==> config.mk <==
export PLATFORM = sky130hd
export DESIGN_NAME = wb_subsys
export DESIGN_NICKNAME = d
export VERILOG_FILES = /design/src/logic/wb_pkg.sv /design/src/logic/ex_wb_if.sv /design/src/logic/xif_result_if.sv /design/src/logic/ex_wb_pipe_reg.sv /design/src/logic/wb_stage.sv /design/src/logic/wb_regfile.sv /design/src/logic/wb_subsys.sv
export VERILOG_INCLUDE_DIRS = /design/src /design/src/include
export SDC_FILE = /design/constraint.sdc
export NUM_CORES = 1
export LEC_CHECK = 0
export BUFFER_PORTS_ARGS = -buffer_cell sky130_fd_sc_hd__buf_2
export CAP_MARGIN = 20
export CORE_ASPECT_RATIO = 1.25
export CORE_MARGIN = 5
export CORE_UTILIZATION = 60
export DETAILED_ROUTE_END_ITERATION = 6
export PLACE_DENSITY = 0.85
export SLEW_MARGIN = 30
export SYNTH_ARGS = -nofsm -noshare
export SYNTH_HDL_FRONTEND = slang
export SYNTH_SLANG_ARGS = --single-unit
==> constraint.sdc <==
create_clock -name clk -period 8.7 [get_ports clk]
set_clock_uncertainty 0.15 [all_clocks]
set_input_delay 1.305 -clock clk [delete_from_list [all_inputs] [get_ports clk]]
set_output_delay 1.305 -clock clk [all_outputs]
set_load 0.01 [all_outputs]
==> src/include/wb_consts.svh <==
`ifndef WB_CONSTS_SVH
`define WB_CONSTS_SVH

// Width of the integer data path and of every register file entry
`define WB_XLEN 32

// Number of integer registers, x0 included
`define WB_NUM_REGS 32

// Register index width, enough to address all of the registers above
`define WB_RADDR_W 5

`endif

==> src/logic/wb_pkg.sv <==
`include "wb_consts.svh"

package wb_pkg;

  ////////////////////////////////////////////////////////////////////////////
  // Basic types

  // Register index as carried through the pipe and into the register file
  typedef logic [`WB_RADDR_W-1:0] rf_addr_t;

  // Memory protection result reported by the LSU with each response
  typedef enum logic [1:0] {
    MPU_OK       = 2'h0,
    MPU_RE_FAULT = 2'h1,
    MPU_WR_FAULT = 2'h2
  } mpu_status_e;

  // Alignment check result reported by the LSU with each response
  typedef enum logic {
    ALIGN_OK     = 1'b0,
    ALIGN_WR_ERR = 1'b1
  } align_status_e;

  ////////////////////////////////////////////////////////////////////////////
  // Pipeline and controller structs

  // Everything the write-back stage needs to know about one instruction
  typedef struct packed {
    logic                instr_valid;
    logic                rf_we;
    rf_addr_t            rf_waddr;
    logic [`WB_XLEN-1:0] rf_wdata;
    // Result comes from the LSU
    logic                lsu_en;
    // Result comes from the coprocessor
    logic                xif_en;
    // Earlier stages already decided to terminate the sequence
    logic                abort_op;
    // Final operation of a possibly multi-part instruction
    logic                last_op;
  } ex_wb_pipe_t;

  // Controller requests towards WB, driven from outside in this subsystem
  typedef struct packed {
    logic halt_wb;
    // Halt used only around sleep, kept separate for timing reasons
    logic halt_limited_wb;
    logic kill_wb;
  } ctrl_fsm_t;

endpackage

==> src/logic/ex_wb_if.sv <==
`timescale 1ns/100ps

// Bundle between the EX/WB pipe register and the write-back stage
interface ex_wb_if;

  // Instruction currently held in the pipe register
  wb_pkg::ex_wb_pipe_t ex_wb_pipe;

  // WB can take the held instruction off the pipe at the next edge
  logic                wb_ready;

  // Halt and kill requests, read by both ends
  wb_pkg::ctrl_fsm_t   ctrl_fsm;

  // Pipe register side, owns the instruction
  modport pipe (
    output ex_wb_pipe,
    input  wb_ready
  );

  // Write-back side, owns the ready
  modport wb (
    input  ex_wb_pipe,
    output wb_ready
  );

  // Controller requests, read only
  modport ctrl (
    input  ctrl_fsm
  );

endinterface

==> src/logic/xif_result_if.sv <==
`timescale 1ns/100ps

`include "wb_consts.svh"

// Result channel of the coprocessor extension interface
interface xif_result_if;

  logic                result_valid;
  logic                result_ready;
  logic [`WB_XLEN-1:0] result_data;
  // Synchronous exception raised by the coprocessor for this result
  logic                result_exc;

  // Core side, accepts results
  modport cpu (
    input  result_valid,
    output result_ready,
    input  result_data,
    input  result_exc
  );

  // Coprocessor side, offers results
  modport copro (
    output result_valid,
    input  result_ready,
    output result_data,
    output result_exc
  );

endinterface

==> src/logic/ex_wb_pipe_reg.sv <==
`timescale 1ns/100ps

module ex_wb_pipe_reg (
  input  logic                clk,
  input  logic                rst_n,

  // Instruction offered by the EX side
  input  logic                ex_valid_i,
  output logic                ex_ready_o,
  input  wb_pkg::ex_wb_pipe_t ex_pipe_i,

  // Towards the write-back stage
  ex_wb_if.pipe               pipe_if,
  ex_wb_if.ctrl               ctrl_if
);

  // Goes high in the first cycle after reset and stays there
  logic                out_of_reset_q;
  // Occupancy of the single entry
  logic                valid_q;
  // Instruction fields, loaded only when a new instruction is taken
  wb_pkg::ex_wb_pipe_t payload_q;
  logic                accept;

  ////////////////////////////////////////////////////////////////////////////
  // Handshake with EX

  // Room is available when the entry is empty or is leaving this cycle
  assign ex_ready_o = out_of_reset_q && (!valid_q || pipe_if.wb_ready);

  // A transfer happens on an edge where both sides agree
  assign accept = ex_valid_i && ex_ready_o;

  ////////////////////////////////////////////////////////////////////////////
  // Control flops

  always_ff @(posedge clk or negedge rst_n) begin
    if (!rst_n) begin
      out_of_reset_q <= 1'b0;
      valid_q        <= 1'b0;
    end else begin
      out_of_reset_q <= 1'b1;
      if (accept) begin
        // New instruction replaces whatever leaves WB this cycle
        valid_q <= 1'b1;
      end else if (pipe_if.wb_ready || ctrl_if.ctrl_fsm.kill_wb) begin
        // Retired or killed entry with nothing behind it
        valid_q <= 1'b0;
      end
    end
  end

  ////////////////////////////////////////////////////////////////////////////
  // Payload

  always_ff @(posedge clk) begin
    if (accept) begin
      payload_q <= ex_pipe_i;
    end
  end

  // The occupancy flop is the only trusted valid; the stored copy is ignored
  always_comb begin
    pipe_if.ex_wb_pipe             = payload_q;
    pipe_if.ex_wb_pipe.instr_valid = valid_q;
  end

endmodule

==> src/logic/wb_stage.sv <==
`timescale 1ns/100ps

`include "wb_consts.svh"

module wb_stage (
  input  logic                  clk,
  input  logic                  rst_n,

  // Pipe contents and controller requests
  ex_wb_if.wb                   wb_if,
  ex_wb_if.ctrl                 ctrl_if,

  // LSU response, status is only meaningful while lsu_rvalid_i is high
  input  logic [`WB_XLEN-1:0]   lsu_rdata_i,
  input  logic                  lsu_rvalid_i,
  input  wb_pkg::mpu_status_e   lsu_mpu_status_i,
  input  wb_pkg::align_status_e lsu_align_status_i,
  input  logic                  lsu_wpt_match_i,
  input  logic                  lsu_ready_i,
  output logic                  lsu_valid_o,

  // Coprocessor result channel
  xif_result_if.cpu             xif_if,

  // Register file write port
  output logic                  rf_we_o,
  output wb_pkg::rf_addr_t      rf_waddr_o,
  output logic [`WB_XLEN-1:0]   rf_wdata_o,

  // Retirement and status
  output logic                  wb_valid_o,
  output logic                  data_stall_o,
  output logic                  last_op_o,
  output logic                  abort_op_o,
  output wb_pkg::mpu_status_e   mpu_status_wb_o,
  output wb_pkg::align_status_e align_status_wb_o,
  output logic                  wpt_match_wb_o
);

  wb_pkg::ex_wb_pipe_t   pipe;
  wb_pkg::ctrl_fsm_t     ctrl;

  // Instruction present and neither halted nor killed
  logic                  halted;
  logic                  instr_valid;
  logic                  wb_valid;

  // Coprocessor tracking
  logic                  xif_instr;
  logic                  xif_waiting;
  logic                  xif_exception;

  // LSU tracking
  logic                  lsu_waiting;
  logic                  lsu_fault;
  logic                  lsu_wpt_hit;

  // Sticky copies of the one-cycle LSU response
  logic                  lsu_valid_q;
  logic                  lsu_wpt_match_q;
  wb_pkg::mpu_status_e   lsu_mpu_status_q;
  wb_pkg::align_status_e lsu_align_status_q;

  // Response as seen by WB, either live or held
  logic                  lsu_valid;
  logic                  lsu_wpt_match;
  wb_pkg::mpu_status_e   lsu_mpu_status;
  wb_pkg::align_status_e lsu_align_status;

  assign pipe = wb_if.ex_wb_pipe;
  assign ctrl = ctrl_if.ctrl_fsm;

  // Either halt source stops retirement
  assign halted      = ctrl.halt_wb || ctrl.halt_limited_wb;
  assign instr_valid = pipe.instr_valid && !ctrl.kill_wb && !halted;

  ////////////////////////////////////////////////////////////////////////////
  // Sticky LSU status

  // A response may land while WB is halted; keep its status until retirement
  always_ff @(posedge clk or negedge rst_n) begin
    if (!rst_n) begin
      lsu_valid_q        <= 1'b0;
      lsu_wpt_match_q    <= 1'b0;
      lsu_mpu_status_q   <= wb_pkg::MPU_OK;
      lsu_align_status_q <= wb_pkg::ALIGN_OK;
    end else if (wb_valid || ctrl.kill_wb) begin
      // Instruction is done or dropped, forget its response
      lsu_valid_q        <= 1'b0;
      lsu_wpt_match_q    <= 1'b0;
      lsu_mpu_status_q   <= wb_pkg::MPU_OK;
      lsu_align_status_q <= wb_pkg::ALIGN_OK;
    end else if (lsu_rvalid_i) begin
      lsu_valid_q        <= 1'b1;
      lsu_wpt_match_q    <= lsu_wpt_match_i;
      lsu_mpu_status_q   <= lsu_mpu_status_i;
      lsu_align_status_q <= lsu_align_status_i;
    end
  end

  // Held values win over the live inputs once captured
  assign lsu_valid        = lsu_valid_q ? 1'b1               : lsu_rvalid_i;
  assign lsu_wpt_match    = lsu_valid_q ? lsu_wpt_match_q    : lsu_wpt_match_i;
  assign lsu_mpu_status   = lsu_valid_q ? lsu_mpu_status_q   : lsu_mpu_status_i;
  assign lsu_align_status = lsu_valid_q ? lsu_align_status_q : lsu_align_status_i;

  // Status only counts when a response is actually there
  assign lsu_fault   = lsu_valid && ((lsu_mpu_status != wb_pkg::MPU_OK) ||
                                     (lsu_align_status != wb_pkg::ALIGN_OK));
  assign lsu_wpt_hit = lsu_valid && lsu_wpt_match;

  // Load or store in WB still waiting for its response
  assign lsu_waiting = pipe.instr_valid && pipe.lsu_en && !lsu_valid;

  assign mpu_status_wb_o   = lsu_mpu_status;
  assign align_status_wb_o = lsu_align_status;
  assign wpt_match_wb_o    = lsu_wpt_match;

  ////////////////////////////////////////////////////////////////////////////
  // Coprocessor result

  assign xif_instr     = pipe.instr_valid && pipe.xif_en;
  assign xif_waiting   = xif_instr && !xif_if.result_valid;
  assign xif_exception = xif_instr && xif_if.result_valid && xif_if.result_exc;

  // Results are taken in order, so WB is ready whenever it holds one
  assign xif_if.result_ready = xif_instr;

  ////////////////////////////////////////////////////////////////////////////
  // Retirement

  // LSU instructions finish with their response, others unless a result is missing
  assign wb_valid = ((!pipe.lsu_en && !xif_waiting) ||
                     ( pipe.lsu_en && lsu_valid)) && instr_valid;

  assign wb_valid_o = wb_valid;

  // Kill always frees the stage, otherwise every pending source must be done
  assign wb_if.wb_ready = ctrl.kill_wb ||
                          (lsu_ready_i && !lsu_waiting && !xif_waiting && !halted);

  assign lsu_valid_o  = pipe.instr_valid && pipe.lsu_en;
  assign data_stall_o = pipe.lsu_en && !lsu_valid && instr_valid;
  assign last_op_o    = pipe.last_op;

  // LSU faults and watchpoints end the sequence just like an earlier abort
  assign abort_op_o = pipe.instr_valid &&
                      (pipe.abort_op || (pipe.lsu_en && (lsu_fault || lsu_wpt_hit)));

  ////////////////////////////////////////////////////////////////////////////
  // Register file write

  // Only a retiring instruction writes; faults and exceptions block it
  assign rf_we_o = pipe.rf_we && wb_valid &&
                   !(pipe.lsu_en && (lsu_fault || lsu_wpt_hit)) &&
                   !xif_exception;

  assign rf_waddr_o = pipe.rf_waddr;

  // Load data is taken live; a good load never waits behind a halt
  assign rf_wdata_o = pipe.lsu_en ? lsu_rdata_i :
                      pipe.xif_en ? xif_if.result_data :
                      pipe.rf_wdata;

endmodule

==> src/logic/wb_regfile.sv <==
`timescale 1ns/100ps

`include "wb_consts.svh"

module wb_regfile (
  input  logic                clk,
  input  logic                rst_n,

  // Write port from the write-back stage
  input  logic                we_i,
  input  wb_pkg::rf_addr_t    waddr_i,
  input  logic [`WB_XLEN-1:0] wdata_i,

  // Observation read port
  input  wb_pkg::rf_addr_t    raddr_i,
  output logic [`WB_XLEN-1:0] rdata_o
);

  logic [`WB_XLEN-1:0] regs [`WB_NUM_REGS];

  ////////////////////////////////////////////////////////////////////////////
  // Storage

  // All entries start at zero; x0 is never written afterwards
  always_ff @(posedge clk or negedge rst_n) begin
    if (!rst_n) begin
      for (int i = 0; i < `WB_NUM_REGS; i++) begin
        regs[i] <= '0;
      end
    end else if (we_i && (waddr_i != '0)) begin
      regs[waddr_i] <= wdata_i;
    end
  end

  // Writes become visible here from the cycle after the write edge
  assign rdata_o = (raddr_i == '0) ? '0 : regs[raddr_i];

endmodule

==> src/logic/wb_subsys.sv <==
`timescale 1ns/100ps

`include "wb_consts.svh"

module wb_subsys (
  input  logic                  clk,
  input  logic                  rst_n,

  // Instruction entry from EX
  input  logic                  ex_valid_i,
  output logic                  ex_ready_o,
  input  logic                  ex_rf_we_i,
  input  wb_pkg::rf_addr_t      ex_rf_waddr_i,
  input  logic [`WB_XLEN-1:0]   ex_rf_wdata_i,
  input  logic                  ex_lsu_en_i,
  input  logic                  ex_xif_en_i,
  input  logic                  ex_abort_op_i,
  input  logic                  ex_last_op_i,

  // Controller requests
  input  logic                  halt_wb_i,
  input  logic                  halt_limited_wb_i,
  input  logic                  kill_wb_i,

  // LSU
  input  logic [`WB_XLEN-1:0]   lsu_rdata_i,
  input  logic                  lsu_rvalid_i,
  input  wb_pkg::mpu_status_e   lsu_mpu_status_i,
  input  wb_pkg::align_status_e lsu_align_status_i,
  input  logic                  lsu_wpt_match_i,
  input  logic                  lsu_ready_i,
  output logic                  lsu_valid_o,

  // Coprocessor result
  input  logic                  xif_result_valid_i,
  input  logic [`WB_XLEN-1:0]   xif_result_data_i,
  input  logic                  xif_result_exc_i,
  output logic                  xif_result_ready_o,

  // Register observation
  input  wb_pkg::rf_addr_t      rf_raddr_i,
  output logic [`WB_XLEN-1:0]   rf_rdata_o,

  // Retirement and status
  output logic                  wb_valid_o,
  output logic                  data_stall_o,
  output logic                  last_op_o,
  output logic                  abort_op_o,
  output wb_pkg::mpu_status_e   mpu_status_wb_o,
  output wb_pkg::align_status_e align_status_wb_o,
  output logic                  wpt_match_wb_o
);

  wb_pkg::ex_wb_pipe_t ex_pipe;

  // Write port between WB and the register file
  logic                rf_we;
  wb_pkg::rf_addr_t    rf_waddr;
  logic [`WB_XLEN-1:0] rf_wdata;

  ex_wb_if      ex_wb_bus ();
  xif_result_if xif_bus ();

  ////////////////////////////////////////////////////////////////////////////
  // Port packing

  assign ex_pipe = '{
    instr_valid: ex_valid_i,
    rf_we:       ex_rf_we_i,
    rf_waddr:    ex_rf_waddr_i,
    rf_wdata:    ex_rf_wdata_i,
    lsu_en:      ex_lsu_en_i,
    xif_en:      ex_xif_en_i,
    abort_op:    ex_abort_op_i,
    last_op:     ex_last_op_i
  };

  assign ex_wb_bus.ctrl_fsm = '{
    halt_wb:         halt_wb_i,
    halt_limited_wb: halt_limited_wb_i,
    kill_wb:         kill_wb_i
  };

  // Coprocessor side of the result channel comes straight from the pins
  assign xif_bus.result_valid = xif_result_valid_i;
  assign xif_bus.result_data  = xif_result_data_i;
  assign xif_bus.result_exc   = xif_result_exc_i;
  assign xif_result_ready_o   = xif_bus.result_ready;

  ////////////////////////////////////////////////////////////////////////////
  // Instances

  ex_wb_pipe_reg u_ex_wb_pipe_reg (
    .clk        (clk),
    .rst_n      (rst_n),
    .ex_valid_i (ex_valid_i),
    .ex_ready_o (ex_ready_o),
    .ex_pipe_i  (ex_pipe),
    .pipe_if    (ex_wb_bus.pipe),
    .ctrl_if    (ex_wb_bus.ctrl)
  );

  wb_stage u_wb_stage (
    .clk                (clk),
    .rst_n              (rst_n),
    .wb_if              (ex_wb_bus.wb),
    .ctrl_if            (ex_wb_bus.ctrl),
    .lsu_rdata_i        (lsu_rdata_i),
    .lsu_rvalid_i       (lsu_rvalid_i),
    .lsu_mpu_status_i   (lsu_mpu_status_i),
    .lsu_align_status_i (lsu_align_status_i),
    .lsu_wpt_match_i    (lsu_wpt_match_i),
    .lsu_ready_i        (lsu_ready_i),
    .lsu_valid_o        (lsu_valid_o),
    .xif_if             (xif_bus.cpu),
    .rf_we_o            (rf_we),
    .rf_waddr_o         (rf_waddr),
    .rf_wdata_o         (rf_wdata),
    .wb_valid_o         (wb_valid_o),
    .data_stall_o       (data_stall_o),
    .last_op_o          (last_op_o),
    .abort_op_o         (abort_op_o),
    .mpu_status_wb_o    (mpu_status_wb_o),
    .align_status_wb_o  (align_status_wb_o),
    .wpt_match_wb_o     (wpt_match_wb_o)
  );

  wb_regfile u_wb_regfile (
    .clk     (clk),
    .rst_n   (rst_n),
    .we_i    (rf_we),
    .waddr_i (rf_waddr),
    .wdata_i (rf_wdata),
    .raddr_i (rf_raddr_i),
    .rdata_o (rf_rdata_o)
  );

endmodule

# Yosys cells after proc, flatten, opt, wreduce, memory -nomap -nowiden
# Cells that the tools add are included.
[classes]
bitwise_logic = 2
n_reduce_logical = 51
order_cmp = 3
n_mux = 23
[op_table]
columns = ["cell", "count"]
rows = [
  ["1024-bit bitwise mux", 1],
  ["32-bit 2-to-1 mux", 6],
  ["32-bit binary-select mux with 5-bit select", 1],
  ["32-bit demux with 5-bit select", 1],
  ["1-bit logical AND", 27],
  ["6-bit greater-or-equal comparator, second input constant", 2],
  ["5-bit inverter with 6-bit output", 2],
  ["1-bit 2-to-1 mux", 11],
  ["1-bit logical NOT", 10],
  ["1-bit logical OR", 9],
  ["6-bit by 1-bit less-than comparator with 1-bit output, second input constant", 1],
  ["2-bit 2-to-1 mux", 3],
  ["2-bit nonzero test", 3],
  ["5-bit logical NOT", 1],
  ["5-bit nonzero test", 1],
]
[totals]
regBits = 1073
inputBits = 125

# Depth between registers and ports, before layout
[depth]
ltp_word = 12
mapped_depth = 9
ltp_nobuf = 4

# Modules after synthesis
# Synthesis repeated with hierarchy kept, for this count alone.
[hier_totals]
cells_unflattened = 3155
hier_area_um2 = 48916.9
[modules_own_cells]
columns = ["mod", "area_each_um2", "seq_area_each_um2", "instances", "cells_per_inst"]
rows = [
  ["wb_regfile", 46417.0, 25624.6, 1, 2949],
  ["ex_wb_pipe_reg", 1362.6, 1311.3, 1, 51],
  ["wb_stage", 1137.3, 125.1, 1, 155],
]

# Least setup slack after synthesis
# No wires, ideal clock.
[synth_path]
kind = "in2out"
start = "input port rf_raddr_i[0]"
end = "output port rf_rdata_o[9]"
setup_slack_ns = 3.972
arrival_time_ns = 3.273
cell_stages = 9
path_buffers = 5
t_required_ns = 7.245
path_cell_list = "buf_2 > buf_2 > buf_2 > buf_2 > buf_2 > mux2i_1 > o22ai_1 > a2111oi_0 > a311oi_1"
[synth_between]
elab_chain_len = 5
word_cells_on_any_way = 6
[synth_rtl]
columns = ["item", "line_no", "rtl"]
rows = [
  ["start, declared", "wb_subsys.sv:41", "input wb_pkg::rf_addr_t rf_raddr_i,"],
  ["5-bit inverter with 6-bit output (implied by the code)", "wb_regfile.sv:36", "assign rdata_o = (raddr_i == '0) ? '0 : regs[raddr_i];"],
  ["32-bit binary-select mux with 5-bit select", "wb_regfile.sv:36", ""],
  ["32-bit 2-to-1 mux (implied by the code) (2 in a row)", "wb_regfile.sv:36", ""],
  ["32-bit 2-to-1 mux *", "wb_regfile.sv:36", ""],
  ["end, declared", "wb_subsys.sv:42", "output logic [`WB_XLEN-1:0] rf_rdata_o,"],
]
# Every way passes the cells marked *; elsewhere a longest branch is shown, timed or not. The select of a mux whose other input is x is not followed.

# Final worst setup path
[layout_path]
start = "input port rf_raddr_i[1]"
end = "output port rf_rdata_o[8]"
# Same word-level chain as after synthesis.

==> out/qor_table.md <==
| Result | Reported | Unit |
| --- | --- | --- |
| Critical path class | in2out | - |
| Worst Hold Class | reg2reg | - |
| Slew @ Worst Pin | 1.16 | ns |
| Total routing resource utilization after global routing | 0.303 | - |
| Largest register FFs | 1024 | - |
| Combinational family with the most area after synthesis | multiplexers | - |
| Critical path fanouts, max | 30 | - |
| Compound-cell area share of the yosys netlist | 0.0355 | - |
| Number of top-level pins | 168 | - |
| Synth warnings | 0 | - |
| Number of buffers created by CTS | 101 | - |
| Most used flip-flop cell after synthesis | sky130_fd_sc_hd__dfrtp_1 | - |
| Library cell used as clock root buffer | sky130_fd_sc_hd__clkbuf_16 | - |
| Share of cell area taken by muxes after synthesis | 0.347 | - |
| Pleak | 26.2 | nW |
| Slowest stage delay, CP | 0.92 | ns |
| Die W | 267 | um |
| Final period demand of the worst path | 6.18 | ns |
| Number of antenna violations at the first check in global routing | 1 | - |
| Kind of start point of the critical path | input port | - |
| Total global routing overflow | 0 | - |
| Global routing's busiest layer | met2 | - |
| Placed inst area | 50700 | um^2 |
| Wire per inst | 30.6 | um |
| Count of nets after finishing | 3347 | - |
| Maximum frequency from static timing analysis | 162 | MHz |
| Register bit total from synthesis | 1073 | - |
| Post-cts sizing count | 0 | - |
| Share of async-settable or async-resettable flops after synthesis | 0.961 | - |
| Number of global-route vias before repair | 32400 | - |
| Tcrit/Tclk final | 0.710 | - |
| H-tree lvl count | 3 | - |
| Pin count of the biggest net entering global routing | 143 | - |
| Clock transition at the registers of the reported paths | 0.06 | ns |
| Setup repair after global routing missed its margin | no | - |
| Mapped Nets | 3350 | - |
| Number of distinct library cell variants in the gate-level netlist after synthesis | 49 | - |
| Endpoint kind of the worst setup timing path | output port | - |
| Count of buffers added by post-CTS timing repair for setup | 0 | - |
| Total setup violations reported at the end of the flow | 0 | - |
| Routed wire length | 134 | mm |
| Clk_lat worst skew | 0.69 | ns |
| Outcome | finished, final reports clean | - |
| Routed vias/inst | 6.77 | - |
| Syn_area_per_cell | 15.4 | um^2 |
| Critical Path Start | rf_raddr_i[1] | - |
| GR Util met3 | 0.0763 | - |
| Die H | 331 | um |
| Xor and xnor area share after synthesis | 0 | - |
| Power, Total | 0.0105 | W |
| Crit-path slowest cell | sky130_fd_sc_hd__or3b_2 | - |
| Slew Limit Headroom | 0.226 | - |
| Die area | 88600 | um^2 |
| Initial Utilization | 0.602 | - |
| Maximum resistive drop on vdd | 151 | uV |
| Smallest hold slack | 0.228 | ns |
| RD Place Congestion | 0.855 | - |
| CTS tree | yes | - |
| Post-route setup TNS | 0 | ns |
| Global-route wire length before repair | 204 | mm |
| Violation count after the first detailed-routing iteration | 3016 | - |
| Cells traversed along the worst timing path | buf_4 -> buf_4 -> or3b_2 -> buf_4 -> o221ai_1 -> a211oi_1 -> nor3_1 -> buf_2 | - |
| Max Cap Viol | 0 | - |
| Via total after detailed routing | 29700 | - |
| Core area | 82400 | um^2 |
| Layout overhead on the synthesized area | 9.75 | % |
| Half-perimeter wire length after detailed placement | 74.4 | mm |
| Total non-filler cell area in the finished layout | 54400 | um^2 |
| Adder and majority gate portion of the synthesized area | 0 | - |
| Final count of pins violating max slew | 0 | - |
| Number of nets with antenna violations after detailed routing | 0 | - |
| Start point of the worst hold path | u_wb_regfile.regs[1018] | - |
| Sinks on the clock net | 1073 | - |
| Number of rows created at floorplan | 118 | - |
| Dominant cell type by count on the critical path | sky130_fd_sc_hd__buf_4 | - |
| Area fraction in and, or, nand and nor cells after synthesis | 0.0301 | - |
| Number of enable-type register cells in the synthesized netlist | 42 | - |
| Pwr/cell area | 194 | nW/um^2 |
| Mapped cell area | 49600 | um^2 |
| DRC | 0 | - |
| Required time at the worst-slack endpoint | 7.24 | ns |
| Launch instance of the worst register-to-register path | u_ex_wb_pipe_reg.pipe_if.ex_wb_pipe[3] | - |
| Hold-fix buffer count after cts | 0 | - |
| Register area share after synthesis | 0.546 | - |
| Number of diodes added for antenna fixing | 0 | - |
| Maximum count of clock buffers along a single path | 3 | - |
| Final count of hold timing violations | 0 | - |
| Layout cells sized above 1 | 0.477 | - |
| Syn Inst Count | 3225 | - |
| Met2 track demand over resource | 0.482 | - |
| Number of I/O port buffers | 167 | - |
| Met1 Usage GRT | 0.391 | - |
| Arrival time worst endpoint | 4.72 | ns |
| Number of iterations in the first detailed-routing pass | 5 | - |
per-stage QoR:
| stage | setup slack (ns) | util | cells |
|---|---|---|---|
| after floorplan | 3.97 | - | 3225 |
| after CTS | 2.57 | 0.659 | 4386 |
| after global placement | 2.59 | 0.613 | 4194 |
| after detailed placement | 2.61 | 0.615 | 4196 |
| after global routing | 2.45 | 0.661 | 4389 |
| final | 2.52 | 0.661 | 4389 |
cell families (layout without fill, tap and decap cells):
| logic type | Yosys count | after routing |
|---|---|---|
| AND/OR/NAND/NOR | 201 | 201 |
| AO/OA/AOI/OAI | 234 | 234 |
| other | 1 | 1 |
| flip-flops | 1073 | 1073 |
| multiplexers | 1363 | 1363 |
| buffers and inverters | 353 | 437 |
where the power goes:
group          switching [W]  internal (W)
combinational       0.000434      0.000199
sequential         0.0000389       0.00508
clock                0.00199       0.00281
total                0.00246       0.00808
final cells by class:
type | count | area [um^2]
fill | 5352 | 27900
sequential | 1073 | 27100
multi-input combinational | 1799 | 20800
clock buffer | 135 | 2860
timing repair buffer | 246 | 1620
tap | 1080 | 1350
clock inverter | 55 | 781
inverter | 1 | 3.75
synth_stat cells (33+ instances only):
cell / n / area, um^2
sky130_fd_sc_hd__dfrtp_1: 1031 / 25800
sky130_fd_sc_hd__mux2_2: 906 / 10200
sky130_fd_sc_hd__clkbuf_1: 195 / 732
sky130_fd_sc_hd__mux4_2: 182 / 4100
sky130_fd_sc_hd__mux2i_1: 154 / 1540
sky130_fd_sc_hd__mux2_1: 121 / 1360
sky130_fd_sc_hd__buf_6: 90 / 1010
sky130_fd_sc_hd__nand2_1: 70 / 263
sky130_fd_sc_hd__a22o_1: 49 / 429
sky130_fd_sc_hd__buf_2: 43 / 215
sky130_fd_sc_hd__edfxtp_1: 42 / 1260
sky130_fd_sc_hd__o21ai_0: 42 / 210
sky130_fd_sc_hd__o22ai_1: 37 / 231
sky130_fd_sc_hd__nor3_1: 33 / 165
critical path, delay by kind of cell:
| family | cells | cell delay [ns] |
|---|---|---|
| buf+inv | 4 | 1.65 |
| compound gates | 2 | 0.34 |
| simple gates | 2 | 1.41 |
metal layers:
metal	wire length, um	up-vias	share of wire
li1	-	12000	-
met1	50300	15900	0.37
met2	64900	1479	0.48
met3	12000	400	0.089
met4	7270	0	0.054
met5	0	-	0
worst paths after layout:
kind	endpoint	slack [ns]	cells past startpoint
setup / recovery	rf_rdata_o[8]	2.52	8
hold / removal	u_wb_regfile.regs[1018]	0.23	0
setup reg to reg	u_wb_regfile.regs[657]	4.95	7
hold reg to reg	u_wb_regfile.regs[1018]	0.23	0
max in group asynchronous	u_wb_regfile.regs[240]	5.62	5
min in group asynchronous	u_wb_regfile.regs[778]	0.40	1
cell usage in the layout, fill, tap and decap left out, types with 6 or more instances in the layout:
| cell type | synthesis | final |
|---|---|---|
| sky130_fd_sc_hd__mux2_1 | 121 | 121 |
| sky130_fd_sc_hd__mux2_2 | 906 | 906 |
| sky130_fd_sc_hd__bufinv_16 | 0 | 16 |
| sky130_fd_sc_hd__dfrtp_1 | 1031 | 1031 |
| sky130_fd_sc_hd__mux4_2 | 182 | 182 |
| sky130_fd_sc_hd__o221ai_1 | 23 | 23 |
| sky130_fd_sc_hd__a211oi_1 | 32 | 32 |
| sky130_fd_sc_hd__nor3_1 | 33 | 33 |
| sky130_fd_sc_hd__o21ai_1 | 0 | 11 |
| sky130_fd_sc_hd__clkbuf_8 | 0 | 19 |
| sky130_fd_sc_hd__nor2_1 | 9 | 8 |
| sky130_fd_sc_hd__mux2i_1 | 154 | 154 |
| sky130_fd_sc_hd__nand2_1 | 70 | 69 |
| sky130_fd_sc_hd__nor2b_1 | 16 | 14 |
| sky130_fd_sc_hd__buf_12 | 0 | 7 |
| sky130_fd_sc_hd__o21ai_0 | 42 | 10 |
| sky130_fd_sc_hd__a22o_1 | 49 | 49 |
| sky130_fd_sc_hd__buf_2 | 43 | 163 |
| sky130_fd_sc_hd__or2_2 | 6 | 6 |
| sky130_fd_sc_hd__a2111oi_0 | 27 | 27 |
| sky130_fd_sc_hd__clkinv_2 | 0 | 18 |
| sky130_fd_sc_hd__edfxtp_1 | 42 | 42 |
| sky130_fd_sc_hd__nor4_4 | 29 | 31 |
| sky130_fd_sc_hd__o21ai_4 | 0 | 21 |
| sky130_fd_sc_hd__clkbuf_1 | 195 | 15 |
| sky130_fd_sc_hd__buf_4 | 5 | 67 |
| sky130_fd_sc_hd__o22ai_1 | 37 | 37 |
| sky130_fd_sc_hd__clkbuf_16 | 0 | 102 |
No activity file was read; power rests on OpenSTA's default activity.
